### src/exe_defines.svh
`ifndef EXE_DEFINES_SVH
`define EXE_DEFINES_SVH

// data path width
`define EXE_XLEN 32

// opcode field width, holds every alu_op_e value
`define EXE_OP_W 5

// multiplier register stages
`define EXE_MUL_STAGES 3

// restoring divider, one quotient bit per step
`define EXE_DIV_STEPS `EXE_XLEN

`endif

### src/exe_pkg.sv
`include "exe_defines.svh"

package exe_pkg;

    typedef enum logic [`EXE_OP_W-1:0] {
        OP_ADD   = 5'd0,
        OP_ADDU  = 5'd1,
        OP_SUB   = 5'd2,
        OP_SUBU  = 5'd3,
        OP_SLT   = 5'd4,
        OP_SLTU  = 5'd5,
        OP_AND   = 5'd6,
        OP_OR    = 5'd7,
        OP_XOR   = 5'd8,
        OP_NOR   = 5'd9,
        OP_SLL   = 5'd10,
        OP_SRL   = 5'd11,
        OP_SRA   = 5'd12,
        OP_LUI   = 5'd13,
        OP_CLO   = 5'd14,
        OP_CLZ   = 5'd15,
        OP_MULT  = 5'd16,  // multiply/divide unit from here on
        OP_MULTU = 5'd17,
        OP_MADD  = 5'd18,
        OP_DIV   = 5'd19,
        OP_DIVU  = 5'd20,
        OP_MFHI  = 5'd21,
        OP_MFLO  = 5'd22,
        OP_MTHI  = 5'd23,
        OP_MTLO  = 5'd24
    } alu_op_e;

    typedef enum logic {
        UNIT_INT = 1'b0,
        UNIT_MD  = 1'b1
    } unit_e;

    typedef enum logic [1:0] {MD_IDLE, MD_MUL, MD_DIV, MD_DONE} md_state_e;

endpackage

### src/exe_if.sv
`timescale 1ns/1ps
`include "exe_defines.svh"

interface exe_if;

    logic                 valid;  // one-cycle launch pulse
    exe_pkg::alu_op_e     op;
    exe_pkg::unit_e       unit;
    logic [`EXE_XLEN-1:0] src1;
    logic [`EXE_XLEN-1:0] src2;

    modport src (
        output valid,
        output op,
        output unit,
        output src1,
        output src2
    );

    modport dst (
        input valid,
        input op,
        input unit,
        input src1,
        input src2
    );

endinterface

### src/exe_issue.sv
`timescale 1ns/1ps
`include "exe_defines.svh"

module exe_issue (
    input  logic                 clk,
    input  logic                 reset,
    input  logic                 req,
    input  logic [`EXE_OP_W-1:0] op,
    input  logic [`EXE_XLEN-1:0] src1,
    input  logic [`EXE_XLEN-1:0] src2,
    input  logic                 ack,
    exe_if.src                   issue_link
);

    logic             armed;
    logic             launch;
    exe_pkg::alu_op_e op_dec;

    function automatic exe_pkg::unit_e classify(input exe_pkg::alu_op_e o);
        case (o)
            exe_pkg::OP_MULT, exe_pkg::OP_MULTU, exe_pkg::OP_MADD,
            exe_pkg::OP_DIV, exe_pkg::OP_DIVU,
            exe_pkg::OP_MFHI, exe_pkg::OP_MFLO,
            exe_pkg::OP_MTHI, exe_pkg::OP_MTLO: return exe_pkg::UNIT_MD;
            default:                            return exe_pkg::UNIT_INT;
        endcase
    endfunction

    assign op_dec = exe_pkg::alu_op_e'(op);
    assign launch = armed && req && !ack;  // new request, previous one closed

    always_ff @(posedge clk) begin
        if (reset) begin
            armed            <= 1'b1;
            issue_link.valid <= 1'b0;
        end else begin
            issue_link.valid <= launch;
            if (launch) begin
                armed <= 1'b0;
            end else if (!req) begin
                armed <= 1'b1;  // host closed the handshake
            end
        end
    end

    // operands held until the next launch
    always_ff @(posedge clk) begin
        if (launch) begin
            issue_link.op   <= op_dec;
            issue_link.unit <= classify(op_dec);
            issue_link.src1 <= src1;
            issue_link.src2 <= src2;
        end
    end

endmodule

### src/exe_int_alu.sv
`timescale 1ns/1ps
`include "exe_defines.svh"

module exe_int_alu (
    exe_if.dst                   issue_link,
    output logic [`EXE_XLEN-1:0] int_result,
    output logic                 int_ovf
);

    localparam int XLEN = `EXE_XLEN;
    localparam int SH_W = $clog2(XLEN);

    logic [XLEN-1:0] a;
    logic [XLEN-1:0] b;
    logic [XLEN-1:0] sum;
    logic [XLEN-1:0] diff;
    logic [XLEN-1:0] lead_cnt;
    logic [SH_W-1:0] shamt;

    function automatic logic [XLEN-1:0] count_leading_zeros(input logic [XLEN-1:0] v);
        logic [XLEN-1:0] n;
        logic            found;
        n     = '0;
        found = 1'b0;
        for (int i = XLEN - 1; i >= 0; i--) begin
            if (v[i]) begin
                found = 1'b1;
            end else if (!found) begin
                n = n + 1'b1;
            end
        end
        return n;
    endfunction

    assign a     = issue_link.src1;
    assign b     = issue_link.src2;
    assign sum   = a + b;
    assign diff  = a - b;
    assign shamt = a[SH_W-1:0];  // shift amount from src1, src2 is shifted

    // leading ones are leading zeros of the inverted word
    assign lead_cnt = count_leading_zeros((issue_link.op == exe_pkg::OP_CLO) ? ~a : a);

    always_comb begin
        int_result = '0;
        int_ovf    = 1'b0;
        case (issue_link.op)
            exe_pkg::OP_ADD: begin
                int_result = sum;
                int_ovf    = (a[XLEN-1] == b[XLEN-1]) && (sum[XLEN-1] != a[XLEN-1]);
            end
            exe_pkg::OP_SUB: begin
                int_result = diff;
                int_ovf    = (a[XLEN-1] != b[XLEN-1]) && (diff[XLEN-1] != a[XLEN-1]);
            end
            exe_pkg::OP_ADDU: int_result = sum;
            exe_pkg::OP_SUBU: int_result = diff;
            exe_pkg::OP_SLT:  int_result = {{(XLEN-1){1'b0}}, $signed(a) < $signed(b)};
            exe_pkg::OP_SLTU: int_result = {{(XLEN-1){1'b0}}, a < b};
            exe_pkg::OP_AND:  int_result = a & b;
            exe_pkg::OP_OR:   int_result = a | b;
            exe_pkg::OP_XOR:  int_result = a ^ b;
            exe_pkg::OP_NOR:  int_result = ~(a | b);
            exe_pkg::OP_SLL:  int_result = b << shamt;
            exe_pkg::OP_SRL:  int_result = b >> shamt;
            exe_pkg::OP_SRA:  int_result = $signed(b) >>> shamt;
            exe_pkg::OP_LUI:  int_result = {b[XLEN/2-1:0], {(XLEN/2){1'b0}}};
            exe_pkg::OP_CLO,
            exe_pkg::OP_CLZ:  int_result = lead_cnt;
            default:          int_result = '0;  // multiply/divide ops
        endcase
    end

endmodule

### src/exe_muldiv.sv
`timescale 1ns/1ps
`include "exe_defines.svh"

module exe_muldiv (
    input  logic                 clk,
    input  logic                 reset,
    exe_if.dst                   issue_link,
    output logic [`EXE_XLEN-1:0] md_result,
    output logic                 md_done
);

    localparam int XLEN  = `EXE_XLEN;
    localparam int CNT_W = $clog2(`EXE_DIV_STEPS) + 1;

    exe_pkg::md_state_e  state;
    logic [CNT_W-1:0]    cnt;
    logic [XLEN-1:0]     hi;
    logic [XLEN-1:0]     lo;
    logic                start;
    logic                is_mul;
    logic                is_div;
    logic                is_signed;
    logic [XLEN-1:0]     mag_a;
    logic [XLEN-1:0]     mag_b;
    logic [XLEN-1:0]     mul_a_q;
    logic [XLEN-1:0]     mul_b_q;
    logic                mul_neg1_q;
    logic                mul_neg2_q;
    logic [2*XLEN-1:0]   mul_mag_q;
    logic [2*XLEN-1:0]   prod_q;
    logic [XLEN-1:0]     rem_q;
    logic [XLEN-1:0]     quo_q;
    logic [XLEN-1:0]     rem_in;
    logic [XLEN-1:0]     quo_in;
    logic [XLEN:0]       trial;
    logic [XLEN-1:0]     rem_fix;
    logic [XLEN-1:0]     quo_fix;

    function automatic logic [XLEN-1:0] magnitude(input logic [XLEN-1:0] v, input logic sgn);
        return (sgn && v[XLEN-1]) ? -v : v;
    endfunction

    assign start     = issue_link.valid && (issue_link.unit == exe_pkg::UNIT_MD);
    assign is_mul    = issue_link.op inside {exe_pkg::OP_MULT, exe_pkg::OP_MULTU,
                                             exe_pkg::OP_MADD};
    assign is_div    = issue_link.op inside {exe_pkg::OP_DIV, exe_pkg::OP_DIVU};
    assign is_signed = issue_link.op inside {exe_pkg::OP_MULT, exe_pkg::OP_MADD,
                                             exe_pkg::OP_DIV};
    assign mag_a     = magnitude(issue_link.src1, is_signed);
    assign mag_b     = magnitude(issue_link.src2, is_signed);

    // three register stages: operands, magnitude product, sign fix
    always_ff @(posedge clk) begin
        mul_a_q    <= mag_a;
        mul_b_q    <= mag_b;
        mul_neg1_q <= is_signed && (issue_link.src1[XLEN-1] ^ issue_link.src2[XLEN-1]);
        mul_mag_q  <= (2*XLEN)'(mul_a_q) * (2*XLEN)'(mul_b_q);
        mul_neg2_q <= mul_neg1_q;
        prod_q     <= mul_neg2_q ? -mul_mag_q : mul_mag_q;
    end

    // first step runs straight off the issue registers
    assign rem_in = (state == exe_pkg::MD_DIV) ? rem_q : '0;
    assign quo_in = (state == exe_pkg::MD_DIV) ? quo_q : mag_a;
    assign trial  = {rem_in, quo_in[XLEN-1]} - {1'b0, mag_b};

    always_ff @(posedge clk) begin
        if (state == exe_pkg::MD_DIV || start) begin
            rem_q <= trial[XLEN] ? {rem_in[XLEN-2:0], quo_in[XLEN-1]} : trial[XLEN-1:0];
            quo_q <= {quo_in[XLEN-2:0], ~trial[XLEN]};
        end
    end

    assign rem_fix = (is_signed && issue_link.src1[XLEN-1]) ? -rem_q : rem_q;
    assign quo_fix = (issue_link.src2 == '0) ? '1 :
                     (is_signed && (issue_link.src1[XLEN-1] ^ issue_link.src2[XLEN-1])) ?
                     -quo_q : quo_q;

    always_ff @(posedge clk) begin
        if (reset) begin
            state <= exe_pkg::MD_IDLE;
            cnt   <= '0;
        end else begin
            case (state)
                exe_pkg::MD_IDLE: begin
                    cnt <= CNT_W'(1);
                    if (start && is_mul) begin
                        state <= exe_pkg::MD_MUL;
                    end else if (start && is_div) begin
                        state <= exe_pkg::MD_DIV;
                    end
                end
                exe_pkg::MD_MUL: begin
                    cnt <= cnt + CNT_W'(1);
                    if (cnt == CNT_W'(`EXE_MUL_STAGES - 1)) begin
                        state <= exe_pkg::MD_DONE;
                    end
                end
                exe_pkg::MD_DIV: begin
                    cnt <= cnt + CNT_W'(1);
                    if (cnt == CNT_W'(`EXE_DIV_STEPS - 1)) begin
                        state <= exe_pkg::MD_DONE;
                    end
                end
                default: state <= exe_pkg::MD_IDLE;
            endcase
        end
    end

    always_ff @(posedge clk) begin
        if (reset) begin
            hi <= '0;
            lo <= '0;
        end else if (state == exe_pkg::MD_DONE) begin
            case (issue_link.op)
                exe_pkg::OP_MULT,
                exe_pkg::OP_MULTU: {hi, lo} <= prod_q;
                exe_pkg::OP_MADD:  {hi, lo} <= {hi, lo} + prod_q;
                default: begin
                    hi <= rem_fix;  // remainder to hi, quotient to lo
                    lo <= quo_fix;
                end
            endcase
        end else if (start && issue_link.op == exe_pkg::OP_MTHI) begin
            hi <= issue_link.src1;
        end else if (start && issue_link.op == exe_pkg::OP_MTLO) begin
            lo <= issue_link.src1;
        end
    end

    // hi/lo moves finish in the launch cycle
    assign md_done   = (state == exe_pkg::MD_DONE) || (start && !is_mul && !is_div);
    assign md_result = (issue_link.op == exe_pkg::OP_MFHI) ? hi :
                       (issue_link.op == exe_pkg::OP_MFLO) ? lo : '0;

endmodule

### src/exe_result.sv
`timescale 1ns/1ps
`include "exe_defines.svh"

module exe_result (
    input  logic                 clk,
    input  logic                 reset,
    exe_if.dst                   issue_link,
    input  logic [`EXE_XLEN-1:0] int_result,
    input  logic                 int_ovf,
    input  logic [`EXE_XLEN-1:0] md_result,
    input  logic                 md_done,
    input  logic                 req,
    output logic                 ack,
    output logic [`EXE_XLEN-1:0] result,
    output logic                 ovf
);

    logic pending;
    logic int_fin;

    assign int_fin = issue_link.valid && (issue_link.unit == exe_pkg::UNIT_INT);

    always_ff @(posedge clk) begin
        if (reset) begin
            pending <= 1'b0;
            ack     <= 1'b0;
            ovf     <= 1'b0;
        end else begin
            pending <= int_fin || md_done;
            if (int_fin) begin
                ovf <= int_ovf;
            end else if (md_done) begin
                ovf <= 1'b0;  // no overflow from multiply/divide
            end
            if (pending) begin
                ack <= 1'b1;
            end else if (!req) begin
                ack <= 1'b0;  // host closed, drop ack
            end
        end
    end

    always_ff @(posedge clk) begin
        if (int_fin) begin
            result <= int_result;
        end else if (md_done) begin
            result <= md_result;
        end
    end

endmodule

### src/exe_top.sv
`timescale 1ns/1ps
`include "exe_defines.svh"

module exe_top (
    input  logic                 clk,
    input  logic                 reset,
    input  logic                 req,
    input  logic [`EXE_OP_W-1:0] op,
    input  logic [`EXE_XLEN-1:0] src1,
    input  logic [`EXE_XLEN-1:0] src2,
    output logic                 ack,
    output logic [`EXE_XLEN-1:0] result,
    output logic                 ovf
);

    exe_if issue_link ();

    logic [`EXE_XLEN-1:0] int_result;
    logic                 int_ovf;
    logic [`EXE_XLEN-1:0] md_result;
    logic                 md_done;

    exe_issue i_issue (
        .clk        (clk),
        .reset      (reset),
        .req        (req),
        .op         (op),
        .src1       (src1),
        .src2       (src2),
        .ack        (ack),  // closes the loop for rearm
        .issue_link (issue_link.src)
    );

    exe_int_alu i_int_alu (
        .issue_link (issue_link.dst),
        .int_result (int_result),
        .int_ovf    (int_ovf)
    );

    exe_muldiv i_muldiv (
        .clk        (clk),
        .reset      (reset),
        .issue_link (issue_link.dst),
        .md_result  (md_result),
        .md_done    (md_done)
    );

    exe_result i_result (
        .clk        (clk),
        .reset      (reset),
        .issue_link (issue_link.dst),
        .int_result (int_result),
        .int_ovf    (int_ovf),
        .md_result  (md_result),
        .md_done    (md_done),
        .req        (req),
        .ack        (ack),
        .result     (result),
        .ovf        (ovf)
    );

endmodule

### config.mk
export PLATFORM = sky130hd
export DESIGN_NAME = exe_top
export DESIGN_NICKNAME = d
export VERILOG_FILES = /design/src/exe_pkg.sv /design/src/exe_if.sv /design/src/exe_issue.sv /design/src/exe_int_alu.sv /design/src/exe_muldiv.sv /design/src/exe_result.sv /design/src/exe_top.sv
export VERILOG_INCLUDE_DIRS = /design/src
export SDC_FILE = /design/constraint.sdc
export NUM_CORES = 2
export LEC_CHECK = 0
export BUFFER_PORTS_ARGS = -buffer_cell sky130_fd_sc_hd__buf_2
export CAP_MARGIN = 5
export CORE_MARGIN = 1.5
export CORE_UTILIZATION = 52
export DETAILED_ROUTE_END_ITERATION = 8
export GPL_TIMING_DRIVEN = 0
export MAX_ROUTING_LAYER = met4
export PLACE_DENSITY_LB_ADDON = 0.08
export SETUP_SLACK_MARGIN = 0.1
export SYNTH_ARGS = -nofsm -noshare
export SYNTH_HDL_FRONTEND = slang
export SYNTH_SLANG_ARGS = --single-unit
### constraint.sdc
create_clock -name clk -period 58.2 [get_ports clk]
set_clock_uncertainty 0.05 [all_clocks]
set_input_delay 5.82 -clock clk [delete_from_list [all_inputs] [get_ports clk]]
set_output_delay 5.82 -clock clk [all_outputs]
set_load 0.01 [all_outputs]
==> out/results.md <==
| Quantity | Reported |
|:---|:---|
| Outcome | complete, but fails checks |
| Violations in the final reports | max-capacitance violations, max-slew violations |
| Critical-path maximum fanout | 10 |
| Number of global-route vias before repair | 60700 |
| H-tree level count | 2 |
| Depth of the most critical reg-to-reg path | 118 |
| Share of post-route cells with drive strength above 1 | 4.31% |
| Number of resized instances in the post-cts repair step | 0 |
| Die Area | 131000 um2 |
| Number of synthesized register bits | 437 |
| Vert. Die Dim | 362 um |
| Hold Fails Final Rpt | 0 |
| Cell type with the largest total area after synthesis | sky130_fd_sc_hd__fa_1 |
| Final antenna-violating net count | 0 |
| Max-slew violations | 12 |
| Slack of the worst reg-to-reg path | 33.00 ns |
| Setup slack of the critical path after layout | 33.00 ns |
| Worst max-slew margin expressed relative to the limit | -3.01% |
| Total routing resource utilization after global routing | 47.9% |
| CTS Sinks | 437 |
| Critical R2R Capture | i_result.result[4]$_DFFE_PP_ |
| Final TNS setup | 0 ns |
| Post-Synthesis Net Count | 9356 |
| Port Buffer Count | 104 |
| Commonest non-fill, non-tap cell in the layout | sky130_fd_sc_hd__nand2_1 |
| Routed length on met1 | 122000 um |
| I/O pin count | 106 |
| Post-Place Setup Slack | 33.72 ns |
| Area growth syn-to-layout | 7.22% |
| Half-perimeter wire length after detailed placement | 252000 um |
| Final GP Congestion | 1.18 |
| Number of buffers inserted to repair setup after CTS | 0 |
| Share of synthesized cell area in and, or, nand and nor gates | 16.5% |
| Cell area after technology mapping | 67000 um2 |
| Hold bufs inserted after CTS | 0 |
| Number of DRC violations after detailed routing | 0 |
| Fin crit period | 25.20 ns |
| CTS Buf Count | 53 |
| Site row count | 131 |
| Number of max-cap violations | 1 |
| Area share of the leading cell type in the synthesized netlist | 26.9% |
| Number of filler instances in the final layout | 11800 |
| Slowest cell delay on critical path | 0.74 ns |
| Initial antenna violation count | 37 |
| Sequential-to-total area share from yosys stat | 15.5% |
| Biggest area contributors in the synthesized netlist | sky130_fd_sc_hd__fa_1 (27%), sky130_fd_sc_hd__ha_1 (9.2%), sky130_fd_sc_hd__dfxtp_1 (8.1%) |
| Top layer used by detailed routing | met4 |
| Reg clk slew, reported paths | 0.07 ns |
| Clock network latency to the later pin of the worst-skew pair | 0.67 ns |
| Proportion of register bits with asynchronous set or reset after synthesis | 0% |
| Wirelength, routed | 307000 um |
| Vias after detailed routing | 62900 |
| Total overflow reported by the global router | 0 |
| Area of the core | 128000 um2 |
| Pin count of the biggest net entering global routing | 65 |
| Worst Setup Path Type | flop to flop |
| Xor/xnor share of the synthesized area | 6.28% |
| Required time reported for the critical path endpoint | 58.51 ns |
| Crit Reg-Reg Startpoint | i_issue.issue_link.op[0]$_DFFE_PP_ |
| Number of nets in the finished design | 9527 |
| Number of synthesis warnings | 0 |
| Dominant cell type by count on the critical path | sky130_fd_sc_hd__ha_1 |
| Setup violation total in the final timing report | 0 |
| Unrepaired setup endpoints after global routing | no |
| Worst hold path startpoint | i_muldiv.mul_neg1_q$_DFF_P_ |
| Initial core utilization | 52.5% |
| WL met3 | 49400 um |
| Root Buffer | sky130_fd_sc_hd__clkbuf_16 |
| Most used flip-flop cell after synthesis | sky130_fd_sc_hd__dfxtp_1 |
| Yosys cell types | 106 |
| Commonest cells after routing, fill and taps aside | sky130_fd_sc_hd__nand2_1 (1166), sky130_fd_sc_hd__inv_1 (1154), sky130_fd_sc_hd__fa_1 (900) |
| Gate count after technology mapping | 7890 |
| Hold Slack | 0.289 ns |
| Max stage delay cell, worst path | sky130_fd_sc_hd__nor2_1 |
| First-pass iteration count of the detailed router | 9 |
| Synthesized-area fraction occupied by adder cells | 36.1% |
| First-pass GRT wire length | 432000 um |
| Vias per Instance | 6.40 |
| Clock Path Buffers | 3 |
| Synthesized area per cell | 8.49 um2 |
| Endpoint with the worst hold slack | i_muldiv.mul_neg2_q$_DFF_P_ |
| Class of the most critical hold timing path | flop to flop |
| Hold-critical path depth | 0 |
| Number of enable flip-flop cells after synthesis | 166 |
| Crit. End Element | flop |
| Maximum clock rate | 39.7 MHz |
| Arr. time, crit path | 25.52 ns |
| Multiplexer area fraction after synthesis | 2.87% |
| Final worst-path cycle share | 43.3% |
| Register Area | 10400 um2 |
| Crit path launch type | flop |
| Mean routed wirelength per cell | 31.2 um |
| Actual transition at the worst max-transition pin | 1.55 ns |
| Total met2 wirelength after detailed routing | 118000 um |
| Multi-input gate area in the final layout | 50700 um2 |
| Share of the synthesized area in compound gates (AO/OA/AOI/OAI) | 13.7% |
| Number of design-rule violations left by the first detailed-router iteration | 9214 |
| Chip Width | 362 um |
| TritonCTS clock tree | built |
| Combinational family with the most area after synthesis | adder cells |
[cell families after synthesis]
| family | after synthesis |
|---|---|
| simple gates | 2408 |
| buf+inv | 1595 |
| compound gates | 1433 |
| flops | 437 |
| mux | 170 |
| fa+ha+maj | 1396 |
| xor+xnor | 451 |
[worst max-delay path by stage]
stage	startpoint	slack (ns)	cells past startpoint	endpoint
after floorplan	i_issue.issue_link.op[0]$_DFFE_PP_	37.47	118	i_result.result[8]$_DFFE_PP_
after global placement	i_issue.issue_link.op[0]$_DFFE_PP_	34.17	118	i_result.result[4]$_DFFE_PP_
after detailed placement	i_issue.issue_link.op[0]$_DFFE_PP_	33.72	118	i_result.result[4]$_DFFE_PP_
after CTS	i_issue.issue_link.op[0]$_DFFE_PP_	33.64	118	i_result.result[4]$_DFFE_PP_
after global routing	i_issue.issue_link.op[0]$_DFFE_PP_	31.50	118	i_result.result[4]$_DFFE_PP_
final	i_issue.issue_link.op[0]$_DFFE_PP_	33.00	118	i_result.result[4]$_DFFE_PP_
[registers in the layout, summed over array words and instances (netlist names)]
signal,cells
i_muldiv.mul_mag_q,64
i_muldiv.prod_q,64
i_issue.issue_link.src1,32
i_issue.issue_link.src2,32
i_muldiv.hi,32
i_muldiv.lo,32
i_muldiv.mul_a_q,32
i_muldiv.mul_b_q,32
i_muldiv.quo_q,32
i_muldiv.rem_q,32
i_result.result,32
i_muldiv.cnt,6
i_issue.issue_link.op,5
i_muldiv.state,2
i_issue.armed,1
i_issue.issue_link.unit,1
i_issue.issue_link.valid,1
i_muldiv.mul_neg1_q,1
i_muldiv.mul_neg2_q,1
i_result.ack,1
i_result.ovf,1
i_result.pending,1
[synthesized netlist by cell type (49+ instances only)]
master                        n
sky130_fd_sc_hd__o21bai_1    68
sky130_fd_sc_hd__fa_1       900
sky130_fd_sc_hd__inv_1     1154
sky130_fd_sc_hd__a211oi_1   105
sky130_fd_sc_hd__nand3_1    112
sky130_fd_sc_hd__and2_1     280
sky130_fd_sc_hd__o21ai_0    299
sky130_fd_sc_hd__nor2_1     368
sky130_fd_sc_hd__a21o_1      78
sky130_fd_sc_hd__nand2_1   1166
sky130_fd_sc_hd__xnor2_1    335
sky130_fd_sc_hd__mux2i_1     91
sky130_fd_sc_hd__edfxtp_1   166
sky130_fd_sc_hd__nor3_1     130
sky130_fd_sc_hd__o211ai_1    49
sky130_fd_sc_hd__nor2b_1    101
sky130_fd_sc_hd__a21oi_1    428
sky130_fd_sc_hd__o31ai_1     53
sky130_fd_sc_hd__clkbuf_1   407
sky130_fd_sc_hd__mux2_2      68
sky130_fd_sc_hd__xor2_1      97
sky130_fd_sc_hd__dfxtp_1    271
sky130_fd_sc_hd__ha_1       494
[metal layers]
layer	track usage, %	vias to the layer above
met5	-	-
met4	23.0	0
met3	21.0	938
met2	61.7	4630
met1	63.3	31100
li1	-	26200
[per-stage QoR]
| stage | std cells | cell area, um2 | utilization, % |
|---|---|---|---|
| 2_1_floorplan | 7890 | 67000 | - |
| 3_3_place_gp | 9656 | 69600 | 54.5 |
| 3_5_place_dp | 9665 | 69800 | 54.6 |
| 4_1_cts | 9763 | 71700 | 56.1 |
| 5_1_grt | 9794 | 71800 | 56.2 |
| 6_report | 9822 | 71900 | 56.3 |
[critical path, delay by kind of cell, from the launching register on]
| family | cells | cell delay, ns |
|---|---|---|
| DFF | 1 | 0.42 |
| adders and majority gates | 29 | 9.16 |
| muxes | 6 | 1.36 |
| AOI/OAI and AO/OA | 43 | 7.15 |
| and+or+nand+nor | 23 | 3.33 |
| xor gates and xnor gates | 1 | 0.18 |
| buffers and inverters | 16 | 3.17 |
[area by class of cell]
class | count | share of cell area [%]
Antenna cell | 56 | 0.195
Buffer | 439 | 2.32
Clock buffer | 64 | 1.99
Clock inverter | 34 | 0.648
Inverter | 1156 | 6.04
Multi-Input combinational cell | 5858 | 70.5
Sequential cell | 437 | 14.5
Tap cell | 1662 | 2.89
Timing Repair Buffer | 116 | 0.925
Power is left out: the tool's default activity adds up to more than one toggle a clock period on the data nets, which glitch-free logic cannot reach.
